--- config.mk ---
export PLATFORM = sky130hd
export DESIGN_NAME = cache_fill_fsm
export DESIGN_NICKNAME = d
export VERILOG_FILES = /design/src/rtl/cache_pkg.sv /design/src/rtl/cache_fill_fsm.sv
export SDC_FILE = /design/constraint.sdc
export NUM_CORES = 1
export LEC_CHECK = 0
export BUFFER_PORTS_ARGS = -buffer_cell sky130_fd_sc_hd__buf_2
export CAP_MARGIN = 10
export CORE_UTILIZATION = 35
export DETAILED_ROUTE_END_ITERATION = 8
export PLACE_DENSITY_LB_ADDON = 0.25
export SLEW_MARGIN = 0
export SYNTH_ARGS = -nofsm -noshare
export SYNTH_HDL_FRONTEND = slang
export SYNTH_SLANG_ARGS = --single-unit
--- constraint.sdc ---
create_clock -name clk -period 1.25 [get_ports clk]
set_input_delay 0 -clock clk [delete_from_list [all_inputs] [get_ports clk]]
set_output_delay 0 -clock clk [all_outputs]
set_load 0.01 [all_outputs]
--- src/rtl/cache_pkg.sv ---
// Cache shared definitions
`default_nettype none

package cache_pkg;

    // byte address and data word sizes
    localparam int addr_w = 16;
    localparam int word_w = 16;

    // eight words per block, word offset sits above the byte bit
    localparam int block_words = 8;
    localparam int offset_w = 3;
    localparam int block_lsb = offset_w + 1;

    // one request from the driver
    typedef struct packed {
        logic [addr_w-1:0] addr;
        logic              wr;
        logic [word_w-1:0] wdata;
    } cache_req_t;

    // one response back to the driver
    typedef struct packed {
        logic [word_w-1:0] rdata;
        logic              hit;
    } cache_resp_t;

    // word address of a byte address
    function automatic logic [addr_w-2:0] addr_word(input logic [addr_w-1:0] addr);
        return addr[addr_w-1:1];
    endfunction

    // word offset inside the block
    function automatic logic [offset_w-1:0] addr_offset(input logic [addr_w-1:0] addr);
        return addr[block_lsb-1:1];
    endfunction

    // power-up memory image, word address xor a fixed mask
    function automatic logic [word_w-1:0] mem_init_word(input logic [addr_w-2:0] word_addr);
        return word_w'(word_addr) ^ 16'h5a5a;
    endfunction

endpackage

`default_nettype wire

--- src/rtl/cache_fill_fsm.sv ---
// Cache block fill FSM
`timescale 1ns/1ps
`default_nettype none

module cache_fill_fsm import cache_pkg::*; (
    input  logic                clk,
    input  logic                reset,
    input  logic                miss_detected,
    input  logic [addr_w-1:0]   miss_address,
    input  logic                mem_data_valid,
    output logic                fill_busy,
    output logic                mem_rd,
    output logic [addr_w-1:0]   memory_address,
    output logic [offset_w-1:0] offset,
    output logic                write_data_array,
    output logic                write_tag_array
);

    localparam logic [offset_w-1:0] last_offset = offset_w'(block_words - 1);

    // word being requested and word next to be received
    logic [offset_w-1:0] request;
    logic [offset_w-1:0] receive;

    logic mem_rd_next;
    logic fill_busy_next;
    logic last_word;

    // requesting runs for one block, one read per cycle
    assign mem_rd_next = mem_rd ? (request != last_offset) : miss_detected;

    // busy until the eighth word has come back
    assign last_word      = write_data_array && (receive == last_offset);
    assign fill_busy_next = fill_busy ? !last_word : miss_detected;

    // reads go out back to back from the start of the block
    assign memory_address = {miss_address[addr_w-1:block_lsb], request, 1'b0};

    // data array is written only when a word arrives
    assign offset           = receive;
    assign write_data_array = mem_data_valid && fill_busy;

    // tag and valid go in with the last word
    assign write_tag_array = last_word;

    always_ff @(posedge clk) begin
        if (reset) begin
            mem_rd    <= 1'b0;
            fill_busy <= 1'b0;
        end else begin
            mem_rd    <= mem_rd_next;
            fill_busy <= fill_busy_next;
        end
    end

    // request counter steps every requesting cycle
    // eight steps wrap it back to zero for the next miss
    always_ff @(posedge clk) begin
        if (reset) begin
            request <= '0;
        end else if (mem_rd) begin
            request <= request + 1'b1;
        end
    end

    // receive counter steps on each word written
    always_ff @(posedge clk) begin
        if (reset) begin
            receive <= '0;
        end else if (write_data_array) begin
            receive <= receive + 1'b1;
        end
    end

endmodule

`default_nettype wire

# After elaboration in Yosys (flattened, before gate mapping)
# Index checks and enable logic that the tools add are counted.
dict set report op_classes {
  bitwise_logic 0
  n_div 0
  n_eq_ne 2
  n_reduce_logical 3
  n_mul 0
  muxes 2
  addsub 2
  shifts 0
  magnitude_cmp 0
}
# cell count
set ops {}
lappend ops {{adder 3 x 1 -> 3 bit (second input constant)} 2}
lappend ops {{equality test 3 bit (second input constant)} 1}
lappend ops {{!= test 3 bit (second input constant)} 1}
lappend ops {{logical AND 1 bit} 2}
lappend ops {{2-to-1 mux 1 bit} 2}
lappend ops {{zero test 1 bit} 1}
dict set report word_totals {
  n_memories 0
  romBits 0
  latch_bits 0
  ram_bits 0
  in_bits 20
  wordCells 13
  register_bits 8
}

# Longest topological paths before layout
dict set report depth {
  word_depth 4
  ltp_mapped 4
  mapped_depth_nobuf 4
}

# Worst setup path before layout
# OpenSTA, ideal clock, no wires.
dict set report synth_path {
  path_kind {register -> register}
  start {register receive[0] (netlist: offset[0])}
  end {register fill_busy}
  setup_slack_ns 0.150
  path_buffers 0
  path_stages_with_launch 5
  arrival_ns 1.027
  setup_ns 0.073
  cell_sequence {dfxtp_1 -> ha_1 -> ha_1 -> and3_2 -> nor3_2}
}
dict set report synth_via {
  elab_chain_len 4
}
# item line_no
set synth_rtl {}
lappend synth_rtl {{from (decl)} cache_fill_fsm.sv:23} ;# logic [offset_w-1:0] receive;
lappend synth_rtl {{from (signal assigned)} cache_fill_fsm.sv:71} ;# receive <= receive + 1'b1;
lappend synth_rtl {{equality test 3 bit} cache_fill_fsm.sv:33} ;# assign last_word = write_data_array && (receive == last_offset);
lappend synth_rtl {{logical AND 1 bit} cache_fill_fsm.sv:33}
lappend synth_rtl {{via write_tag_array} cache_fill_fsm.sv:16} ;# output logic write_tag_array
lappend synth_rtl {{zero test 1 bit} cache_fill_fsm.sv:34} ;# assign fill_busy_next = fill_busy ? !last_word : miss_detected;
lappend synth_rtl {{2-to-1 mux 1 bit} cache_fill_fsm.sv:34}
lappend synth_rtl {{to (signal assigned)} cache_fill_fsm.sv:52} ;# fill_busy <= fill_busy_next;
lappend synth_rtl {{to (decl)} cache_fill_fsm.sv:11} ;# output logic fill_busy,
# The timed path passes the listed nets, and every way through them passes these cells.
# A chain may end at the register's enable or synchronous reset.

# Worst setup path in the final report
dict set report layout_path {
  start {register receive[0] (netlist: offset[0])}
  end {output write_tag_array}
}
dict set report layout_via {
  elab_chain_len 2
}
# item line_no
set layout_rtl {}
lappend layout_rtl {{equality test 3 bit} cache_fill_fsm.sv:33}
lappend layout_rtl {{logical AND 1 bit} cache_fill_fsm.sv:33}
lappend layout_rtl {{to (decl)} cache_fill_fsm.sv:16}
# No other way between the ends.

==> impl_metrics.ini <==
[outcome]
status = finished clean

[global_routing]
gr-usage-all-layers = 0.133
grt_pass1_vias = 273
antenna_found_initial = 0
overflow = 0
grt_pass1_wl_um = 1210
grt_max_degree = 10

[pwr]
comb_power_share = 0.147
p_leak_nw = 0.257
clock_power_share = 0.353
seqPwrFrac = 0.500
peakVddDrop_uv = 553
sw_frac_of_total = 0.255
p_int_mw = 0.424
power_per_cell_area_nw_per_um2 = 1130
switchingPower_mw = 0.145

[timing]
period_share = 0.957
finalHoldViolations = 0
min_period_ns = 1.20
rsz0062_at_grt = no
post-route-worst-setup-slack_ns = 0.0536
maxSlewViolCount = 0
clock_skew_ns = 0.00249
fin_setup_tns_ns = 0
fmax_mhz = 836
setup_viol = 0
hold_slack_ns = 0.00000445

[die]
io_pins = 43
core_sq_um = 1170
chipWidth_um = 38.7
fp.dieArea_sq_um = 1490
start_util = 0.402
fp.dieH_um = 38.7
rows = 12

[synthesis]
ys_ff_latch = 8
synth_nets = 73
synth.distinct_cells = 18
synth-edff-count = 0
synthArstFlopShare = 0
syn_inst = 49
seq_area_frac_synth = 0.340
synth_ff_type = dfxtp_1
ys_warn_count = 0
syn_area_sq_um = 470
syn_avg_cell_area_sq_um = 9.60

[placed_design]
gp_congestion = 0.641
hpwl_um = 555
dp_slack_ns = 0.150
place_area_sq_um = 458
portBuffers = 13

[layout]
drive_gt1_frac = 0.509
final_cell_mix = buf_2, dfxtp_1, nor2_1
area_delta_synth_final_pct = 6.91
postLayoutCellArea_sq_um = 503
final.fill_count = 123
final_common_cell = buf_2
diodes = 0
nNetsFinal = 79

[detailed_routing]
dr.pass1.iters = 4
routedWlPerCell_um = 11.1
final_antenna_net_count = 0
initialDrtViolationCount = 2
vias_per_cell = 4.72
drc = 0
via_count = 316
wirelength_um = 747

[critical_path]
cp.arrival_ns = 1.20
crit_fanout = 2
critPathKind = reg2out
required_ns = 1.25
ff2ff_setup_slack_ns = 0.14
cp-start-kind = flop
endpoint_kind = output port

[clocking]
cts_tree = done
cts_inserted_buffers = 3
clk_latency_ns = 0.25
clockBufferDepth = 2
cts-root-buf = clkbuf_4
cts.sinks = 8
cts.reportedPaths.clkPinSlew_ns = 0.06
h-tree-depth = 1

[flow_run]
drv_cap = 0

[min_path]
hold_class = in2out
==> synth_stat cells, drive strengths merged, types with 2 or more instances <==
cell	n	area [sq um]
dfxtp	8	160
nand3	2	10.0
buf	13	97.6
a21bo	2	20.0
ha	4	50.1
nor2	5	18.8
a21oi	3	15.0
mux2i	2	20.0
==> logic make-up after synthesis <==
family / after synthesis / synth area share
multiplexers: 3 / 0.0745
AND/OR/NAND/NOR: 13 / 0.160
AO/OA/AOI/OAI: 5 / 0.0745
flip-flops: 8 / 0.340
other: 1 / 0.00797
XOR/XNOR: 1 / 0.0186
adder cells (fa/ha/maj): 4 / 0.106
buffers and inverters: 14 / 0.218
==> through the flow <==
stage	power (mW)	instances	util
floorplan	0.379	49	-
global route	0.610	67	0.429
CTS	0.574	67	0.426
detailed placement	0.369	63	0.391
finish	0.568	67	0.429
global placement	0.367	63	0.391
==> final cells by class <==
class | instances | area, sq um | area share
clock buffer | 3 | 22.5 | 0.0448
sequential | 8 | 163 | 0.323
tap | 14 | 17.5 | 0.0348
timing repair buffer | 15 | 86.3 | 0.172
multi-input combinational | 27 | 214 | 0.425
==> state kept, by name (all words and copies together) (netlist names) <==
register,cells
fill_busy,1
mem_rd,1
request,3
offset,3
==> power by group through the flow <==
stage | Combinational, mW | Sequential, mW | Clock, mW
global route | 0.0935 | 0.287 | 0.229
floorplan | 0.0818 | 0.297 | 0
detailed placement | 0.0794 | 0.290 | 0
CTS | 0.0844 | 0.284 | 0.205
finish | 0.0834 | 0.284 | 0.201
global placement | 0.0781 | 0.289 | 0
==> worst paths after layout <==
path                                           end              from  depth (start not counted)
worst max register to register              mem_rd        request[0]                          4
worst min-delay path            memory_address[12]  miss_address[12]                          0
worst min register to register          request[1]        request[1]                          2
worst max-delay path               write_tag_array         offset[0]                          4
==> worst max-delay path, cell delays in order (launching register included) <==
cell and delay (ns):
dfxtp_2 0.32, ha_1 0.19, ha_2 0.16, and3_4 0.15, buf_6 0.11
==> per-layer routing <==
metal	GRT usage	vias up	routed length (um)
met4	0.198	0	43
li1	-	157	-
met5	0	-	0
met3	0.0289	6	78
met1	0.161	137	309
met2	0.154	16	315
==> what timing repair did <==
action	in CTS	in global routing
gates resized for setup	3	2
setup endpoints to repair	1	1
hold buffers	0	0
setup buffers	1	0
(Power assumes the default switching activity.)
