$ cat src/rtl/cache_pkg.sv
// Cache shared definitions
`default_nettype none

package cache_pkg;

    // byte address and data word sizes
    localparam int addr_w = 16;
    localparam int word_w = 16;

    // eight words per block, word offset sits above the byte bit
    localparam int block_words = 8;
    localparam int offset_w = 3;
    localparam int block_lsb = offset_w + 1;

    // one request from the driver
    typedef struct packed {
        logic [addr_w-1:0] addr;
        logic              wr;
        logic [word_w-1:0] wdata;
    } cache_req_t;

    // one response back to the driver
    typedef struct packed {
        logic [word_w-1:0] rdata;
        logic              hit;
    } cache_resp_t;

    // word address of a byte address
    function automatic logic [addr_w-2:0] addr_word(input logic [addr_w-1:0] addr);
        return addr[addr_w-1:1];
    endfunction

    // word offset inside the block
    function automatic logic [offset_w-1:0] addr_offset(input logic [addr_w-1:0] addr);
        return addr[block_lsb-1:1];
    endfunction

    // power-up memory image, word address xor a fixed mask
    function automatic logic [word_w-1:0] mem_init_word(input logic [addr_w-2:0] word_addr);
        return word_w'(word_addr) ^ 16'h5a5a;
    endfunction

endpackage

`default_nettype wire

$ cat src/rtl/tag_array.sv
// Cache tag array
`timescale 1ns/1ps
`default_nettype none

module tag_array import cache_pkg::*; #(
    parameter int index_w = 6,
    localparam int tag_w = addr_w - block_lsb - index_w
) (
    input  logic               clk,
    input  logic               reset,
    input  logic [index_w-1:0] rd_index,
    input  logic               wr_en,
    input  logic [index_w-1:0] wr_index,
    input  logic [tag_w-1:0]   wr_tag,
    output logic [tag_w-1:0]   tag_q,
    output logic               tag_valid_q
);

    localparam int sets = 2 ** index_w;

    // one tag and one valid bit per set
    logic [tag_w-1:0] tags [sets];
    logic [sets-1:0]  valid;

    // tag storage
    always_ff @(posedge clk) begin
        if (wr_en) begin
            tags[wr_index] <= wr_tag;
        end
    end

    // valid bits, all cleared by reset
    always_ff @(posedge clk) begin
        if (reset) begin
            valid <= '0;
        end else if (wr_en) begin
            valid[wr_index] <= 1'b1;
        end
    end

    // lookup read in the same cycle
    assign tag_q       = tags[rd_index];
    assign tag_valid_q = valid[rd_index];

endmodule

`default_nettype wire

$ cat config.mk
export PLATFORM = sky130hd
export DESIGN_NAME = tag_array
export DESIGN_NICKNAME = d
export VERILOG_FILES = /design/src/rtl/cache_pkg.sv /design/src/rtl/tag_array.sv
export SDC_FILE = /design/constraint.sdc
export NUM_CORES = 1
export LEC_CHECK = 0
export BUFFER_PORTS_ARGS = -buffer_cell sky130_fd_sc_hd__buf_2
export CORE_MARGIN = 5
export CORE_UTILIZATION = 65
export CTS_CLUSTER_SIZE = 25
export DETAILED_ROUTE_END_ITERATION = 8
export PLACE_DENSITY_LB_ADDON = 0.3
export REMOVE_ABC_BUFFERS = 1
export SYNTH_ARGS = -nofsm -noshare
export SYNTH_HDL_FRONTEND = slang
export SYNTH_SLANG_ARGS = --single-unit
$ cat constraint.sdc
create_clock -name clk -period 6.1 [get_ports clk]
set_clock_uncertainty 0.05 [all_clocks]
set_input_delay 1.22 -clock clk [delete_from_list [all_inputs] [get_ports clk]]
set_output_delay 1.22 -clock clk [all_outputs]
set_load 0.05 [all_outputs]
Word-level counts from Yosys, hierarchy flattened
Memory sizes are Yosys's and may differ from the RTL's.
Cells that the tools add are included.
- memory bits (read-only): 0
- flip-flop bits (word level): 64
- bits of input ports: 21
- latch bits: 0
- memory bits (writable): 384
- output and inout bits: 7
- memories: 1
- memory list (memory ; depth ; bits a word ; rd ports ; clocked after memory_dff ; wr ports ; line ; source):
    tags ; 64 ; 6 ; 1 ; 0 ; 1 ; tag_array.sv:22 ; logic [tag_w-1:0] tags [sets];
- reductions and logical operators: 1
- multiplexer cells: 6
- bitwise operators: 1
- divide/modulo/power cells: 0
- shifts and indexed selects: 0
- order comparisons: 3
- $mul: 0
- add/subtract/negate cells: 0
- equality and inequality tests: 0
- operator list (cell ; number):
    64-bit bitwise OR ; 1
    6-bit by 7-bit less-than comparator with 1-bit output, second input constant ; 2
    1-bit binary-select mux with 6-bit select ; 1
    1-bit demux with 6-bit select ; 1
    6-bit by 1-bit >= comparator with 1-bit output, second input constant ; 1
    1-bit 2-to-1 mux ; 4
    1-bit logical AND ; 1

Logic depth before layout (Yosys ltp)
Gate-level depths: netlist of run 1.
- depth in word-level cells: 5
- gate-level depth with buffers: 7
- mapped depth without buffers: 4

Worst setup path after synthesis of run 1
OpenSTA, ideal clock, no wires.
- kind: input-to-output
- start: input rd_index[0]
- end: output tag_q[4]
- arrival: 2.857 ns
- cell stages on the path: 7
- setup slack: 1.973 ns
- required time: 4.830 ns
- buffers on the path: 3
- path through: buf_2 buf_6 buf_4 mux4_2 o221ai_1 o21ai_0 a32o_1
- cells in the longest elaborated chain, start to end: 1
- ends and longest elaborated chain (what ; line ; source):
    start, declared ; tag_array.sv:11 ; input logic [index_w-1:0] rd_index,
    memory read 64 x 6 bit ; n/a ;
    end, declared ; tag_array.sv:15 ; output logic [tag_w-1:0] tag_q,
No other way between the ends.

Worst setup path after layout of run 1
- start: input rd_index[0]
- end: output tag_q[5]
The elaborated chain is that of the path after synthesis.

==> results by group, run 1 <==
Run status
  – Status: complete, no violations

Clock network
  – Setup bufs post-CTS: 0
  – TritonCTS clock tree: yes
  – Num CTS Buffers: 43
  – Post-CTS sizing: 0
  – Worst-Skew Late Latency: between 500 and 600 ps
  – H-tree Lvls: 2
  – CTS hold repair buffers: 0
  – Clk slew on worst S/H paths: 60 ps
  – Clock Sinks: between 400 and 500
  – Root Buffer: clkbuf_16
  – CTS max path bufs: 3

Final layout
  – Nets@finish: approximately 1,000
  – Layout cell share with drive strength beyond 1: 0.206
  – Cell area after layout: just under 20,000 um^2
  – Diode count: 0
  – Non-Filler Instances: between 1,000 and 1,500
  – P&R area growth vs syn: 9.98%
  – Core Util, Final: 0.719

Setup path
  – Crit-path max FO: 51
  – Critical path launch point type: input pin
  – Crit Path Category: in -> out
  – CP arrival: 3640 ps
  – Critical Path RT: between 4000 and 5000 ps
  – Worst setup EP type: primary output

Synth
  – Seq/Total Area, Yosys: 0.733
  – Synth Cell Area: around 17,000 um^2
  – Synth Warn #: 0
  – Synth cell types: 38
  – Synth Instances: between 900 and 1,000
  – Syn_area_per_cell: 17.8 um^2
  – FF+latch count, synth: roughly 450
  – Async SR Flop Fraction: 0
  – Top_reg_cell synth: edfxtp_1
  – Post-synth EDFFs: roughly 380

Placement
  – Placed Area: about 18,000 um^2
  – Worst slack at placement: 1240 ps
  – IO buf count: 27
  – DPL Wire Length: 22,900 um
  – Final Wtd Congestion: approximately 0.80
  – DP Cell Count: approximately 1,300

STA
  – WHS: 415 ps
  – Setup TNS: 0 ps
  – Max_slew headroom: 0.125
  – Worst slew pin tran: 1300 ps
  – Fin crit share: 0.805
  – Max frequency: around 200 MHz
  – Worst setup margin: 1190 ps
  – RSZ-0062 raised after global routing: no
  – Final Critical Period: approximately 5000 ps
  – Final Hold Viols: 0
  – Pins over their slew limit: 0
  – Finish-stage setup viols: 0

Floorplanning
  – I/O pin count: 28
  – Core ar.: 26,700 um^2
  – Die Area: 30,300 um^2
  – Initial core utilization: 0.654
  – Core Rows: 60
  – Die Span Y: between 150 and 200 um
  – Die X: ~170 um

Flow run
  – Number of max-cap violations: 0

Routing
  – Post-Route WL: 39,600 um
  – Post-route ant nets: 0
  – Vias per inst: 6.92
  – Number of DRC markers in iteration 0: about 1,600
  – Routed len/inst: 28.9 um
  – Drt pass-1 iters: 6
  – # DRC: 0
  – Total number of vias: about 9,500

Global route
  – First-pass GRT wire length: about 60,000 um
  – Pin count of the biggest net entering global routing: 95
  – Initial antenna violation count: 0
  – Grt total ovfl: 0
  – Vias in the first global route: around 9,500
  – GRT Total Usage: 0.267

Pwr
  – Sw Share: 0.211
  – Sw Pwr: about 1.3 mW
  – Pwr/cell area: roughly 320 nW/um^2
  – Leakage: 6.08 nW
  – VDD IR-drop max: 0.000241 V
  – Power Internal: around 5 mW
  – Gate power share: 0.055
  – Clock share of power: 0.406
  – Pwr Total: 6.21 mW
  – Reg power frac: 0.539

Worst hold path
  – Hold WC Path Type: reg -> reg
## per-layer routing
layer	share of wire	track usage	vias to the layer above
met4	0.035	0.0911	0
met3	0.11	0.0557	106
met1	0.38	0.399	4840
li1	-	-	3932
met5	0	0	-
met2	0.48	0.403	617
## final cells by class
| type | instances | area [um^2] |
|---|---|---|
| clock inverter | 23 | 155 |
| inverter | 1 | 3.75 |
| tap | 341 | 427 |
| fill | 1570 | 7510 |
| multi-input combinational | 470 | 4370 |
| clock buffer | 55 | 1170 |
| sequential | 448 | 12800 |
| timing repair buffer | 35 | 269 |
## power groups by stage
stage | sequential (mW) | clock (mW) | combinational (mW)
after global placement | 3.41 | 0 | 0.329
after detailed placement | 3.41 | 0 | 0.336
after floorplan | 3.41 | 0 | 0.157
after CTS | 3.35 | 2.54 | 0.339
final | 3.35 | 2.52 | 0.341
after global routing | 3.35 | 2.69 | 0.360
## flip-flops by register name, summed over array words and instances, names as in the netlist
register / flops
tags: 384
valid: 64
## critical path, stage by stage
cell	delay [ps]
buf_6	560
buf_12	290
mux4_2	570
o22ai_1	240
o21ai_0	190
a32o_1	300
buf_2	220
## cells by family after synthesis
logic type | count (synthesis) | synth area share
mux | 124 | 0.151
flops | 448 | 0.733
buf+inv | 61 | 0.0163
compound gates | 75 | 0.0282
simple gates | 271 | 0.0708
## Yosys cell counts (5+ instances only)
cell	n	area [um^2]
a211oi_1	7	52.6
a21oi_1	12	60.1
a22oi_1	8	60.1
buf_2	15	75.1
clkbuf_1	37	139
dfxtp_1	64	1280
edfxtp_1	384	11500
mux2i_1	10	100
mux4_2	112	2520
nand2_1	8	30.0
nand2b_1	6	37.5
nand3_1	7	35.0
nand3b_1	8	60.1
nor2_1	189	709
nor3_1	20	100
o21ai_0	10	50.1
o22ai_1	20	125
o31ai_1	5	37.5
or3b_2	7	61.3
## cells in the final DEF (no fill, tap or decap), types with 6 or more instances in the layout
cell type and n:
edfxtp_1 384, clkbuf_16 45, nand3_1 7, dfxtp_1 64, nor2_1 189, nor3_1 20
o21ai_0 10, nand2b_1 6, clkbuf_1 9, a211oi_1 7, mux2i_1 10, nand2_1 8
mux4_2 112, or3b_2 7, a22oi_1 8, clkinv_2 6, o22ai_1 20, buf_2 24
clkinv_1 13, nand3b_1 8, a21oi_1 12
## final timing paths
path         cells past startpoint  slack, ps                   start                      to
min                              2        410  valid[50]$_SDFFE_PP0P_  valid[50]$_SDFFE_PP0P_
min reg2reg                      2        410  valid[50]$_SDFFE_PP0P_  valid[50]$_SDFFE_PP0P_
max reg2reg                      2       5380  valid[53]$_SDFFE_PP0P_  valid[53]$_SDFFE_PP0P_
max                              7       1190             rd_index[0]                tag_q[5]
Power figures use the tool's default switching activity.
==> inputs of run 2 (changes only) <==
Settings changed: CORE_UTILIZATION 65 to 62.
Clock period 6.1 ns to 4.6 ns, I/O delays scaled along.
==> run 2 against run 1 <==
  * Non-clock buffer count up 20
  * Final area grew 1.7%
  * Register-to-register slack got worse by 1500 ps
  * Worst hold slack barely moved
  * Critical path type unchanged
  * Sequential share of layout area decreased by 1.1 points
  * Sequential power rose by 33%
==> results by group, run 2 (synthesis results as in run 1) <==
Pwr
  – Sw Share: 0.209
  – Power Internal: 6.68 mW
  – Pwr Total: 8.44 mW
  – Clock share of power: 0.419
  – Pwr/cell area: between 400 and 500 nW/um^2
  – Leakage: just over 6 nW
  – Reg power frac: 0.526
  – Gate power share: 0.055
  – VDD IR-drop max: between 0.0002 and 0.0003 V
  – Sw Pwr: 1.76 mW

Routing
  – Post-route ant nets: 0
  – Vias per inst: between 6 and 7
  – Routed len/inst: between 20 and 30 um
  – Number of DRC markers in iteration 0: around 1,200
  – Post-Route WL: 39,300 um
  – # DRC: 0
  – Total number of vias: 9,534
  – Drt pass-1 iters: 5

Setup path
  – Slowest stage cell, crit path: mux4_2
  – CP arrival: 3170 ps
  – Critical Path RT: approximately 3600 ps
  – Crit-path max FO: 33
  – Sequence of cells on the critical path: buf_6 -> buf_4 -> mux4_2 -> a22oi_1 -> nand4_1 -> mux2_2 -> buf_2
  – Max stage delay on crit path: around 500 ps
  – Crit Path Category: in -> out
  – Worst setup EP type: primary output
  – Critical path launch point type: input pin

STA
  – Max frequency: around 240 MHz
  – Finish-stage setup viols: 0
  – Worst setup margin: between 400 and 500 ps
  – Fin crit share: 0.901
  – Final Critical Period: just over 4000 ps
  – Pins over their slew limit: 0
  – WHS: about 410 ps
  – RSZ-0062 raised after global routing: no
  – Max_slew headroom: 0.168
  – Setup TNS: 0 ps
  – Worst slew pin tran: ~1200 ps
  – Final Hold Viols: 0

Final layout
  – Layout cell share with drive strength beyond 1: 0.225
  – Commonest non-fill, non-tap cell in the layout: edfxtp_1
  – Largest register FFs: 384
  – Cell area after layout: 19,500 um^2
  – Nets@finish: 1,042
  – Commonest non-fill, non-tap cells in the layout: edfxtp_1 (384), nor2_1 (189), mux4_2 (112)
  – Reg with most FFs: tags
  – Top flop regs: tags: 384 flops, valid: 64 flops
  – Fillers: ~1,700
  – P&R area growth vs syn: 11.8%

Floorplanning
  – Core ar.: 27,800 um^2
  – Die Span Y: about 180 um
  – Initial core utilization: 0.629
  – I/O pin count: 28
  – Die X: around 180 um
  – Die Area: roughly 32,000 um^2
  – Core Rows: 61

Global route
  – Vias in the first global route: between 9,000 and 10,000
  – Initial antenna violation count: 4
  – GRT Total Usage: 0.257
  – Grt total ovfl: 0
  – Pin count of the biggest net entering global routing: 65
  – First-pass GRT wire length: 59,700 um

Flow run
  – Number of max-cap violations: 0

Clock network
  – Post-CTS sizing: 0
  – CTS hold repair buffers: 0
  – H-tree Lvls: 2
  – Root Buffer: clkbuf_16
  – Num CTS Buffers: 45
  – Clock Sinks: between 400 and 500
  – Setup bufs post-CTS: 0
  – Clk slew on worst S/H paths: ~60 ps
  – Worst-Skew Late Latency: about 540 ps
  – CTS max path bufs: 3
  – TritonCTS clock tree: yes

Placement
  – DPL Wire Length: around 24,000 um
  – Final Wtd Congestion: around 0.8
  – Worst slack at placement: roughly 450 ps
  – IO buf count: 27
  – Placed Area: 18,100 um^2

Run status
  – Status: complete, no violations

Worst hold path
  – Hold WC Path Type: reg -> reg
==> run 2: changes by cell type in the layout (fill, tap and decap cells not counted) <==
cell,delta
buf_12,+1
clkbuf_16,+2
clkinv_1,-6
diode_2,+2
clkbuf_8,+5
clkbuf_1,+5
clkinv_2,-2
buf_4,+19
==> run 2: final cells by class <==
cell class / instances / area [um^2] / area share
Clock buffer: 67 / 1310 / 0.0671
Inverter: 1 / 3.75 / 0.000192
Antenna cell: 2 / 5.00 / 0.000256
Timing Repair Buffer: 55 / 432 / 0.0221
Sequential cell: 448 / 12800 / 0.656
Clock inverter: 15 / 123 / 0.00628
Multi-Input combinational cell: 470 / 4370 / 0.224
Tap cell: 378 / 473 / 0.0242
==> run 2: per-stage QoR <==
stage	utilization	std cells
3_3_place_gp	0.651	1352
2_1_floorplan	-	919
6_report	0.703	1436
5_1_grt	0.703	1435
4_1_cts	0.703	1434
3_5_place_dp	0.651	1352
==> run 2: power by group through the flow <==
stage / clock (mW) / sequential (mW) / combinational (mW)
floorplan: 0 / 4.52 / 0.208
global placement: 0 / 4.53 / 0.452
detailed placement: 0 / 4.53 / 0.460
CTS: 3.55 / 4.44 / 0.463
global route: 3.76 / 4.44 / 0.489
finish: 3.53 / 4.44 / 0.463
==> run 2: path summary, 6_finish.rpt <==
check,cells after the start,slack [ps],end,startpoint
worst min-delay path,2,410,valid[44]$_SDFFE_PP0P_,valid[44]$_SDFFE_PP0P_
worst max-delay path,7,460,tag_q[1],rd_index[0]
worst min register to register,2,410,valid[44]$_SDFFE_PP0P_,valid[44]$_SDFFE_PP0P_
worst max register to register,2,3840,valid[55]$_SDFFE_PP0P_,valid[55]$_SDFFE_PP0P_
==> run 2: metal layers <==
layer	vias to the layer above	share of wire	global-route usage	routed length (um)
met5	-	0.00048	0	19
met4	4	0.025	0.0683	999
met2	557	0.49	0.409	19200
li1	3978	-	-	-
met3	88	0.087	0.0437	3430
met1	4907	0.40	0.380	15700
==> run 2: critical path, delay by kind of cell <==
kind            cells  cell delay [ps]
compound gates      1              250
buf+inv             3              910
mux                 2              840
simple gates        1              230
