File: src/rtl/cache_pkg.sv
// Cache shared definitions
`default_nettype none

package cache_pkg;

    // byte address and data word sizes
    localparam int addr_w = 16;
    localparam int word_w = 16;

    // eight words per block, word offset sits above the byte bit
    localparam int block_words = 8;
    localparam int offset_w = 3;
    localparam int block_lsb = offset_w + 1;

    // one request from the driver
    typedef struct packed {
        logic [addr_w-1:0] addr;
        logic              wr;
        logic [word_w-1:0] wdata;
    } cache_req_t;

    // one response back to the driver
    typedef struct packed {
        logic [word_w-1:0] rdata;
        logic              hit;
    } cache_resp_t;

    // word address of a byte address
    function automatic logic [addr_w-2:0] addr_word(input logic [addr_w-1:0] addr);
        return addr[addr_w-1:1];
    endfunction

    // word offset inside the block
    function automatic logic [offset_w-1:0] addr_offset(input logic [addr_w-1:0] addr);
        return addr[block_lsb-1:1];
    endfunction

    // power-up memory image, word address xor a fixed mask
    function automatic logic [word_w-1:0] mem_init_word(input logic [addr_w-2:0] word_addr);
        return word_w'(word_addr) ^ 16'h5a5a;
    endfunction

endpackage

`default_nettype wire

File: src/rtl/cache_lookup.sv
// Cache lookup stage
`timescale 1ns/1ps
`default_nettype none

module cache_lookup import cache_pkg::*; #(
    parameter int index_w = 6,
    localparam int tag_w = addr_w - block_lsb - index_w
) (
    input  logic                clk,
    input  logic                reset,
    input  logic                req_valid,
    input  cache_req_t          req,
    input  logic                fill_busy,
    input  logic [tag_w-1:0]    tag_q,
    input  logic                tag_valid_q,
    input  logic [word_w-1:0]   data_q,
    output logic                busy,
    output logic                resp_valid,
    output cache_resp_t         resp,
    output logic [index_w-1:0]  rd_index,
    output logic [offset_w-1:0] rd_offset,
    output logic                miss_detected,
    output logic [addr_w-1:0]   miss_address,
    output logic                hit_write,
    output logic                mem_wr,
    output logic [addr_w-1:0]   mem_waddr,
    output logic [word_w-1:0]   mem_wdata
);

    // registered request and its state
    cache_req_t req_q;
    logic       pending;
    logic       waiting;

    logic       accept;
    logic       check;
    logic       hit;
    logic       read_miss;

    // fields of the held request
    assign rd_index  = req_q.addr[block_lsb +: index_w];
    assign rd_offset = addr_offset(req_q.addr);

    // compare on the first cycle, or again once the fill has finished
    assign check     = pending && (!waiting || !fill_busy);
    assign hit       = check && tag_valid_q && (tag_q == req_q.addr[addr_w-1 -: tag_w]);
    assign read_miss = check && !hit && !req_q.wr;

    // writes always answer on their first compare, reads only on a hit
    assign resp_valid = check && (hit || req_q.wr);
    assign resp.rdata = data_q;
    assign resp.hit   = hit;

    // stall while a miss is found or its fill is running
    assign busy   = read_miss || (waiting && fill_busy);
    assign accept = req_valid && !busy;

    // fill request towards the fill state machine
    assign miss_detected = read_miss;
    assign miss_address  = req_q.addr;

    // write-through, the line only on a hit
    assign hit_write = hit && req_q.wr;
    assign mem_wr    = check && req_q.wr;
    assign mem_waddr = req_q.addr;
    assign mem_wdata = req_q.wdata;

    // request payload
    always_ff @(posedge clk) begin
        if (accept) begin
            req_q <= req;
        end
    end

    // request held until answered
    always_ff @(posedge clk) begin
        if (reset) begin
            pending <= 1'b0;
        end else if (accept) begin
            pending <= 1'b1;
        end else if (resp_valid) begin
            pending <= 1'b0;
        end
    end

    // set by a read miss, cleared by the replayed answer
    always_ff @(posedge clk) begin
        if (reset) begin
            waiting <= 1'b0;
        end else if (read_miss) begin
            waiting <= 1'b1;
        end else if (resp_valid) begin
            waiting <= 1'b0;
        end
    end

endmodule

`default_nettype wire

File: config.mk
export PLATFORM = sky130hd
export DESIGN_NAME = cache_lookup
export DESIGN_NICKNAME = d
export VERILOG_FILES = /design/src/rtl/cache_pkg.sv /design/src/rtl/cache_lookup.sv
export SDC_FILE = /design/constraint.sdc
export NUM_CORES = 1
export LEC_CHECK = 0
export BUFFER_PORTS_ARGS = -buffer_cell sky130_fd_sc_hd__buf_2
export CAP_MARGIN = 5
export CORE_MARGIN = 3
export CORE_UTILIZATION = 41
export CTS_BUF_LIST = sky130_fd_sc_hd__clkbuf_8
export DETAILED_ROUTE_END_ITERATION = 10
export PLACE_DENSITY = 0.91
export SETUP_SLACK_MARGIN = 0.4
export SYNTH_ARGS = -nofsm -noshare
export SYNTH_HDL_FRONTEND = slang
export SYNTH_SLANG_ARGS = --single-unit
export TNS_END_PERCENT = 50
File: constraint.sdc
create_clock -name clk -period 2.7 [get_ports clk]
set_clock_uncertainty 0.1 [all_clocks]
set_input_delay 0.27 -clock clk [delete_from_list [all_inputs] [get_ports clk]]
set_output_delay 0.27 -clock clk [all_outputs]
set_load 0.005 [all_outputs]
Word-level counts from Yosys, hierarchy flattened
Index checks and enable logic that the tools add are counted.
{"block": "op_classes", "n_reduce_logical": 20, "eq_ne": 1, "muxes": 3}
{"operator": "1-bit logical AND", "count": 10}
{"operator": "6-bit equality test", "count": 1}
{"operator": "1-bit zero test", "count": 5}
{"operator": "2-bit nonzero test", "count": 2}
{"operator": "1-bit logical OR", "count": 3}
{"operator": "1-bit two-way mux", "count": 3}
{"block": "word_totals", "wordCells": 29, "output_inout_bits": 79, "inputBits": 60, "ff_bits": 35}

Depth between registers and ports, before layout
Gate-level depths: netlist (run 1).
{"block": "logic_depth", "depth_word": 12, "ltp_mapped": 5}

Least setup slack after synthesis (run 1)
No wires, ideal clock.
{"block": "synth_timing", "kind": "register to register", "startpoint": "reg req_q, in the netlist mem_waddr[11]", "endpoint": "reg req_q, in the netlist mem_waddr[0] (enable)", "synth_period_minus_slack_ns": 2.295, "stages_incl_launch_ff": 4, "arrival_ns": 1.807, "setup_time_ns": 0.388, "required_time_ns": 2.212, "path_slack_ns": 0.405, "path_cell_list": "edfxtp_1 > xor2_1 > nor4_4 > o211a_1"}
{"block": "synth_between", "elab_chain_cells": 8}
{"element": "start, declared", "line": "cache_lookup.sv:31", "text": "cache_req_t req_q;"}
{"element": "start signal, assigned", "line": "cache_lookup.sv:71", "text": "req_q <= req;"}
{"element": "6-bit equality test", "line": "cache_lookup.sv:46", "text": "assign hit = check && tag_valid_q && (tag_q == req_q.addr[addr_w-1 -: tag_w]);"}
{"element": "1-bit logical AND", "line": "cache_lookup.sv:46"}
{"element": "1-bit zero test", "line": "cache_lookup.sv:47", "text": "assign read_miss = check && !hit && !req_q.wr;"}
{"element": "1-bit logical AND (2 in a row)", "line": "cache_lookup.sv:47"}
{"element": "1-bit logical OR", "line": "cache_lookup.sv:55", "text": "assign busy = read_miss || (waiting && fill_busy);"}
{"element": "1-bit zero test", "line": "cache_lookup.sv:56", "text": "assign accept = req_valid && !busy;"}
{"element": "1-bit logical AND", "line": "cache_lookup.sv:56"}
{"element": "via accept", "line": "cache_lookup.sv:35", "text": "logic accept;"}
The timed path passes the listed nets, and every way through them passes these cells.
A chain may end at the register's enable or synchronous reset.

Worst setup path after layout (run 1)
{"block": "layout_timing", "startpoint": "reg req_q, in the netlist mem_waddr[15]", "endpoint": "out busy"}
{"block": "layout_between", "elab_chain_cells": 6}
{"element": "6-bit equality test", "line": "cache_lookup.sv:46"}
{"element": "1-bit logical AND", "line": "cache_lookup.sv:46"}
{"element": "1-bit zero test", "line": "cache_lookup.sv:47"}
{"element": "1-bit logical AND (2 in a row)", "line": "cache_lookup.sv:47"}
{"element": "1-bit logical OR", "line": "cache_lookup.sv:55"}
{"element": "end, declared", "line": "cache_lookup.sv:17", "text": "output logic busy,"}
Every way passes these cells.

==> results.sh, run 1 <==
export IMPL_ys_ff_latch=35
export IMPL_drtIter0Drc=14
export IMPL_place_worst_setup_slack_ps=646
export IMPL_clock_sinks=35
export IMPL_dp_cells=217
export IMPL_yosys_area_top_type_share_pct=56.0
export IMPL_ys_seq_area_share_pct=58.2
export IMPL_fin_crit_sh_pct=76.5
export IMPL_hold_viol=0
export IMPL_fmax_ghz=0.484
export IMPL_synth_edf_count=33
export IMPL_worst_setup_path_end_kind="primary output"
export IMPL_placed_area_mm2=0.00182
export IMPL_cts_setup_buffers=0
export IMPL_fin_setup_tns_ps=0
export IMPL_crit_fanout=8
export IMPL_hpwl_um=2480
export IMPL_avgSynthCellArea_um2=13.3
export IMPL_p_leak_nw=0.890
export IMPL_r2r_slack_ps=670
export IMPL_clk_latency_ps=280
export IMPL_required_ps=2330
export IMPL_vias=960
export IMPL_holdCritPathClass="in2reg"
export IMPL_grt_pass1_wl_um=4460
export IMPL_relSlewSlack_pct=74.0
export IMPL_wl_per_cell_um=13.8
export IMPL_syn_inst=133
export IMPL_period_needed_ps=2070
export IMPL_path_cells="xnor2_1 > nand4_1 > nor4_4 > o21ai_0 > buf_2"
export IMPL_max_cap_viol_count=0
export IMPL_core_area_mm2=0.00409
export IMPL_numCtsBuffers=5
export IMPL_power_density_mw_per_mm2=602
export IMPL_ir_worst_vdd_uv=310
export IMPL_layout_cells_non_filler=225
export IMPL_fin_ws_ps=634
export IMPL_setup_viol=0
export IMPL_grt_antenna_before_repair=0
export IMPL_clk_pin_slew_ps=70
export IMPL_ios=139
export IMPL_critPathKind="reg2out"
export IMPL_detail_route_antenna_nets=0
export IMPL_drt_vias_per_instance=4.27
export IMPL_synthFlopType="edfxtp_1"
export IMPL_rows=23
export IMPL_root_buffer="clkbuf_8"
export IMPL_grt_pass1_vias=961
export IMPL_chipHeight_um=71.7
export IMPL_cts_hold_repair_buffers=0
export IMPL_areaGrowthSynthToFinish_pct=7.49
export IMPL_place_congestion=0.692
export IMPL_cts_tree="built"
export IMPL_start_util_pct=43.3
export IMPL_grt_total_usage_pct=11.4
export IMPL_synth_area_leader_cell="edfxtp_1"
export IMPL_grt_max_degree=20
export IMPL_port_buffers=106
export IMPL_wirelength_um=3110
export IMPL_fin_util_pct=46.6
export IMPL_slowest_delay_ps=410
export IMPL_synth_area_mm2=0.00177
export IMPL_drive_above_1_share_pct=66.3
export IMPL_overflow=0
export IMPL_die_w_um=71.7
export IMPL_startpoint="mem_waddr[15]"
export IMPL_diodes=0
export IMPL_rsz0062_at_grt="no"
export IMPL_crit_arrival_ps=1700
export IMPL_n_fill_cell=401
export IMPL_async_flop_share_pct=0
export IMPL_synth_area_leaders="edfxtp_1, buf_4, dfxtp_1, xnor2_1, xor2_1"
export IMPL_slowest_stage="edfxtp_1"
export IMPL_outcome="completed"
export IMPL_min_from="req[30]"
export IMPL_clock_path_buffers=2
export IMPL_finalNetCount=234
export IMPL_dr_pass1_iters=4
export IMPL_yosys_top_cells_count="buf_4, edfxtp_1, xnor2_1, xor2_1"
export IMPL_crit_path_start_kind="register"
export IMPL_syn_num_nets=193
export IMPL_cts_resized=0
export IMPL_die_area_mm2=0.00514
export IMPL_drc=0
export IMPL_slew_viol_final=0
export IMPL_yosysMostFrequentCell="buf_4"
export IMPL_reg2reg_from="mem_waddr[15]"
export IMPL_worst_pin_slew_ps=387
export IMPL_worstPathBufferInverterCount=1
export IMPL_crit_family="simple AND/OR/NAND/NOR gates"
export IMPL_ys_warn_count=0
export IMPL_design_area_mm2=0.00190
export IMPL_h_tree_depth=2
export IMPL_synth_cell_types=20
[path summary, 6_finish.rpt]
path,end,cells past startpoint
worst max-delay path,busy,5
worst min-delay path,mem_waddr[13],1
worst max register to register,mem_wdata[5],5
worst min register to register,waiting,2
[placed cells by master (no fill, tap or decap), drive strengths merged]
cell type and instances:
nand3b 1, nor4 1, nor2b 1, mux2i 1, nand2 2, clkbuf 5, buf 108, nor3 1
nand4 1, or2 1, xnor2 3, edfxtp 33, o21ba 1, o211a 1, nand2b 2, o21ai 2
xor2 3, and2 1, dfxtp 2, inv 3, and3 1, o22ai 1
[area by class of cell]
type	count	area [um^2]	area share, %
sequential	35	1030	54.2
clock buffer	5	68.8	3.62
tap	50	62.6	3.29
multi-input combinational	24	184	9.66
timing repair buffer	108	546	28.7
clock inverter	3	11.3	0.592
[worst reg2reg max path, stage by stage, from the launching register on]
cell	delay, ps
edfxtp_1	410
xnor2_1	190
nand4_1	180
nor4_4	320
o211a_1	240
buf_4	270
[registers in the layout, summed over array words and instances (netlist names)]
| register | cells |
|---|---|
| mem_waddr | 16 |
| mem_wdata | 16 |
| pending | 1 |
| req_q | 1 |
| waiting | 1 |
[logic make-up after synthesis]
kind of cell           after synthesis  share of synthesized area [%]
flip-flops                          35                           58.2
multiplexers                         1                          0.565
AND/OR/NAND/NOR                     12                           4.81
buffers and inverters               74                           31.4
XOR/XNOR                             6                           2.97
AO/OA/AOI/OAI                        5                           2.05
[layer usage]
layer | GRT usage (%) | routed length, um | vias up
met4 | 5.85 | 61 | 0
met2 | 19.4 | 1650 | 64
li1 | - | - | 455
met5 | 0 | 0 | -
met3 | 6.31 | 382 | 12
met1 | 11.1 | 1010 | 429
[stage by stage]
stage / hold slack (ps) / power [mW]
after floorplan: 264 / 0.810
after detailed placement: 348 / 0.821
after CTS: 50.9 / 1.16
after global placement: 346 / 0.814
after global routing: 48.8 / 1.20
final: 60.0 / 1.15
[power breakdown]
part / switching, mW / internal, mW / leakage (nW)
combinational: 0.0705 / 0.0767 / 0.504
clock: 0.169 / 0.172 / 0.0519
sequential: 0.0170 / 0.641 / 0.334
total: 0.256 / 0.890 / 0.890
Note: power is estimated with default switching activity, not from simulation.
==> run 2: changes to the inputs <==
Clock period 2.7 ns to 2.1 ns, I/O delays scaled along.
==> run 2 against run 1 <==
  * Worst hold slack worse by 48 ps
  * Total power is 31% higher
  * Sequential power is 29% higher
  * Setup slack worse by 500 ps
  * Sequential share of layout area is 5.7 points lower
  * Non-clock buffer count is 22 higher
  * Wire length is 9.7% higher
  * Clock power is 27% higher
  * Utilization is 5.5 points higher
  * Sequential cell count stayed put
  * Design area is 12% higher
  * Critical endpoint is now resp[0]
==> results.sh, run 2 (synthesis results as in run 1) <==
export IMPL_max_cap_viol_count=0
export IMPL_die_w_um=71.7
export IMPL_crit_fanout=6
export IMPL_hold_slack_ps=12.1
export IMPL_slowest_stage="edfxtp_1"
export IMPL_rows=23
export IMPL_mostFrequentLayoutCell="buf_2"
export IMPL_drive_above_1_share_pct=62.8
export IMPL_worst_setup_path_end_kind="primary output"
export IMPL_final_cell_mix="buf_2, edfxtp_1, dlygate4sd3_1"
export IMPL_relSlewSlack_pct=70.5
export IMPL_period_needed_ps=1960
export IMPL_startpoint="mem_waddr[10]"
export IMPL_areaGrowthSynthToFinish_pct=20.1
export IMPL_fmax_ghz=0.510
export IMPL_clk_pin_slew_ps=70
export IMPL_pwr_share_seq_pct=56.3
export IMPL_detail_route_antenna_nets=0
export IMPL_dr_pass1_iters=4
export IMPL_setup_viol=0
export IMPL_reg2reg_from="mem_waddr[10]"
export IMPL_place_congestion=0.653
export IMPL_power_density_mw_per_mm2=708
export IMPL_port_buffers=106
export IMPL_p_sw_mw=0.334
export IMPL_clockPowerShare_pct=28.8
export IMPL_crit_arrival_ps=1650
export IMPL_fin_setup_tns_ps=0
export IMPL_core_area_mm2=0.00409
export IMPL_p_leak_nw=0.973
export IMPL_wl_per_cell_um=13.9
export IMPL_clock_path_buffers=2
export IMPL_h_tree_depth=2
export IMPL_wirelength_um=3410
export IMPL_min_path_cells=1
export IMPL_grt_pass1_wl_um=5130
export IMPL_vias=1066
export IMPL_holdCritPathClass="in2reg"
export IMPL_finalNetCount=256
export IMPL_slowest_delay_ps=410
export IMPL_path_cells="xnor2_1 > nand4_1 > nor4_4 > buf_4 > nor2b_1 > buf_2"
export IMPL_grt_pass1_vias=1109
export IMPL_r2r_end="mem_wdata[2]"
export IMPL_power_mw=1.50
export IMPL_swShare_pct=22.2
export IMPL_r2r_slack_ps=200
export IMPL_hold_viol=0
export IMPL_critPathKind="reg2out"
export IMPL_clk_latency_ps=270
export IMPL_rsz0062_at_grt="yes"
export IMPL_die_area_mm2=0.00514
export IMPL_required_ps=1790
export IMPL_drc=0
export IMPL_fin_crit_sh_pct=93.5
export IMPL_overflow=0
export IMPL_cts_tree="built"
export IMPL_grt_antenna_before_repair=0
export IMPL_grt_total_usage_pct=13.0
export IMPL_grt_max_degree=34
export IMPL_slew_viol_final=0
export IMPL_fin_util_pct=52.0
export IMPL_drtIter0Drc=14
export IMPL_ff2ff_path_depth=4
export IMPL_numCtsBuffers=5
export IMPL_chipHeight_um=71.7
export IMPL_min_from="req[28]"
export IMPL_outcome="completed"
export IMPL_clock_sinks=35
export IMPL_internal_power_mw=1.17
export IMPL_crit_path_start_kind="register"
export IMPL_ir_worst_vdd_uv=386
export IMPL_drt_vias_per_instance=4.33
export IMPL_start_util_pct=43.3
export IMPL_ios=139
export IMPL_design_area_mm2=0.00213
export IMPL_placed_area_mm2=0.00183
export IMPL_diodes=0
export IMPL_crit_family="simple AND/OR/NAND/NOR gates"
export IMPL_worst_pin_slew_ps=443
export IMPL_hold_end="mem_waddr[11]"
export IMPL_worstPathBufferInverterCount=2
export IMPL_combinationalPowerShare_pct=14.8
export IMPL_root_buffer="clkbuf_8"
## run 2: cell count changes in the layout (fill, tap and decap cells not counted), sizes merged
cell         delta
buf             +4
inv             -3
clkinv          +2
dlygate4sd3    +18
## run 2: worst max path at each step
stage	endpoint	cells past startpoint
3_3_place_gp	mem_wdata[11]	4
5_1_grt	resp[0]	6
6_report	resp[0]	6
2_1_floorplan	mem_waddr[0]	3
3_5_place_dp	mem_wdata[0]	4
4_1_cts	busy	6
## run 2: area by class of cell
cell class	instances	area (um^2)
multi-input combinational	24	199
timing repair buffer	130	756
clock inverter	2	8.76
fill	365	1960
clock buffer	5	68.8
sequential	35	1030
tap	50	62.6
## run 2: timing repair
item	in CTS	in global routing
buffers inserted	3	2
setup endpoints to repair	38	38
pin swaps	1	0
hold buffers	16	2
resized for setup	0	1
endpoints found under the hold margin	16	2
## run 2: routing by layer
| metal | track usage [%] | part of all wire (%) |
|---|---|---|
| met1 | 12.7 | 33 |
| met4 | 7.52 | 2.7 |
| met5 | 0 | 0 |
| met3 | 5.89 | 11 |
| met2 | 22.7 | 54 |
## run 2: power by group through the flow
stage	registers (mW)	clock network, mW	logic, mW
5_1_grt	0.854	0.476	0.245
6_report	0.848	0.433	0.223
2_1_floorplan	0.860	0	0.184
3_3_place_gp	0.860	0	0.188
3_5_place_dp	0.863	0	0.190
4_1_cts	0.848	0.449	0.219
## run 2: metrics by stage
step | setup WS, ps | std cells
floorplan | 232 | 133
global placement | 240 | 216
detailed placement | 149 | 216
CTS | 99.9 | 242
global route | 30.5 | 246
finish | 138 | 246
==> run 3: changes to the inputs <==
Settings changed: SETUP_SLACK_MARGIN 0.4 to 0.02.
==> run 3 against run 2 <==
  * Worst hold slack got worse by 1.2 ps
  * Total power decreased by 1.3%
  * Global-route usage decreased by 1.5 points
  * Maximum frequency decreased by 2.3%
  * Setup slack got worse by 47 ps
  * Register-to-register slack got worse by 30 ps
  * Count of clock-buffer cells in the layout unchanged
  * Wire length decreased by 8.1%
  * Combinational power decreased by 5%
  * Utilization decreased by 1.3 points
  * Clock power decreased by 2%
  * Critical endpoint unchanged
  * Highest routed layer unchanged
==> results.sh, run 3 (synthesis results as in run 1) <==
export IMPL_place_congestion=0.669
export IMPL_ir_worst_vdd_uv=485
export IMPL_grt_pass1_vias=983
export IMPL_fin_ws_ps=90.6
export IMPL_period_needed_ps=2010
export IMPL_numCtsBuffers=5
export IMPL_reg2reg_from="mem_waddr[15]"
export IMPL_crit_path_start_kind="register"
export IMPL_p_leak_nw=0.943
export IMPL_chipHeight_um=71.7
export IMPL_wl_per_cell_um=13.1
export IMPL_grt_total_usage_pct=11.6
export IMPL_outcome="completed"
export IMPL_design_area_mm2=0.00207
export IMPL_power_density_mw_per_mm2=717
export IMPL_root_buffer="clkbuf_8"
export IMPL_r2r_slack_ps=170
export IMPL_grt_antenna_before_repair=0
export IMPL_port_buffers=106
export IMPL_power_mw=1.48
export IMPL_drtIter0Drc=38
export IMPL_clock_path_buffers=2
export IMPL_hold_viol=0
export IMPL_met1_usage_pct=10.5
export IMPL_fin_setup_tns_ps=0
export IMPL_overflow=0
export IMPL_cts_tree="built"
export IMPL_clk_latency_ps=270
export IMPL_rsz0062_at_grt="yes"
export IMPL_worst_setup_path_end_kind="primary output"
export IMPL_n_fill_cell=373
export IMPL_worst_pin_slew_ps=429
export IMPL_detail_route_antenna_nets=0
export IMPL_areaGrowthSynthToFinish_pct=17.0
export IMPL_holdCritPathClass="in2reg"
export IMPL_drt_vias_per_instance=4.23
export IMPL_die_w_um=71.7
export IMPL_top_usage_layer="met2"
export IMPL_vias=1016
export IMPL_start_util_pct=43.3
export IMPL_drive_above_1_share_pct=62.6
export IMPL_grt_max_degree=34
export IMPL_setup_viol=0
export IMPL_layout_cells_non_filler=240
export IMPL_dp_cells=216
export IMPL_mostFrequentLayoutCell="buf_2"
export IMPL_ff2ff_path_depth=4
export IMPL_clk_pin_slew_ps=60
export IMPL_wirelength_um=3130
export IMPL_core_area_mm2=0.00409
export IMPL_r2r_end="mem_wdata[0]"
export IMPL_h_tree_depth=2
export IMPL_relSlewSlack_pct=71.4
export IMPL_drc=0
export IMPL_final_cell_mix="buf_2, edfxtp_1, dlygate4sd3_1"
export IMPL_min_from="req[22]"
export IMPL_hold_end="mem_waddr[5]"
export IMPL_slew_viol_final=0
export IMPL_min_path_cells=1
export IMPL_die_area_mm2=0.00514
export IMPL_met3_usage_pct=6.45
export IMPL_fmax_ghz=0.498
export IMPL_dr_pass1_iters=4
export IMPL_grt_pass1_wl_um=4450
export IMPL_place_worst_setup_slack_ps=106
export IMPL_crit_arrival_ps=1700
export IMPL_grt_use_met2_pct=20.8
export IMPL_placed_area_mm2=0.00182
export IMPL_ios=139
export IMPL_rows=23
export IMPL_max_cap_viol_count=0
export IMPL_crit_fanout=7
export IMPL_diodes=0
export IMPL_clock_sinks=35
export IMPL_hpwl_um=2450
export IMPL_fin_crit_sh_pct=95.7
export IMPL_finalNetCount=250
export IMPL_critPathKind="reg2out"
export IMPL_required_ps=1790
-- run 3: cell types whose count changed in the layout (fill, tap and decap cells not counted), sizes merged --
| cell | before | now |
|---|---|---|
| buf | 112 | 108 |
| dlygate4sd3 | 18 | 16 |
-- run 3: timing repair --
item / in CTS / in global routing
setup buffers: 0 / 1
hold endpoints to repair: 0 / 16
gates resized for setup: 0 / 1
setup endpoints to repair: 0 / 37
hold buffers: 0 / 16
-- run 3: worst max-delay path by stage --
stage                   from      endpoint  slack, ps  cells past startpoint
2_1_floorplan  mem_waddr[11]  mem_waddr[0]        210                      3
3_3_place_gp   mem_waddr[13]  mem_wdata[1]        230                      4
3_5_place_dp   mem_waddr[13]  mem_waddr[3]        110                      4
4_1_cts        mem_waddr[13]       resp[0]         20                      6
5_1_grt        mem_waddr[15]       resp[0]        -70                      6
6_report       mem_waddr[15]       resp[0]         90                      6
-- run 3: power breakdown --
group | switching (mW) | leakage (nW) | internal (mW)
Combinational | 0.0934 | 0.567 | 0.118
Sequential | 0.0224 | 0.334 | 0.825
Clock | 0.206 | 0.0414 | 0.220
-- run 3: through the flow --
stage / hold WS (ps) / utilization [%]
6_report: 10.9 / 50.7
2_1_floorplan: 204 / -
4_1_cts: 1.01 / 46.5
5_1_grt: 0.753 / 50.7
3_3_place_gp: 286 / 44.6
3_5_place_dp: 288 / 44.6
-- run 3: critical path: stages, from the launching register on --
cell	delay (ps)
edfxtp_1	420
xnor2_1	200
nand4_1	170
nor4_4	210
buf_4	190
nor2b_2	130
buf_2	110
-- run 3: final cells by class --
type	count	area [um^2]	area share [%]
flip-flops and latches	35	1030	49.8
repair buffers	124	706	34.1
multi-input cells	24	194	9.37
clock buffers	5	68.8	3.32
well taps	50	62.6	3.02
clock inverters	2	8.76	0.423
-- run 3: layer usage --
metal  vias up  part of all wire [%]
li1        487                     -
met1       460                    32
met2        63                    55
met3         6                    13
met4         0                  0.73
met5         -                     0
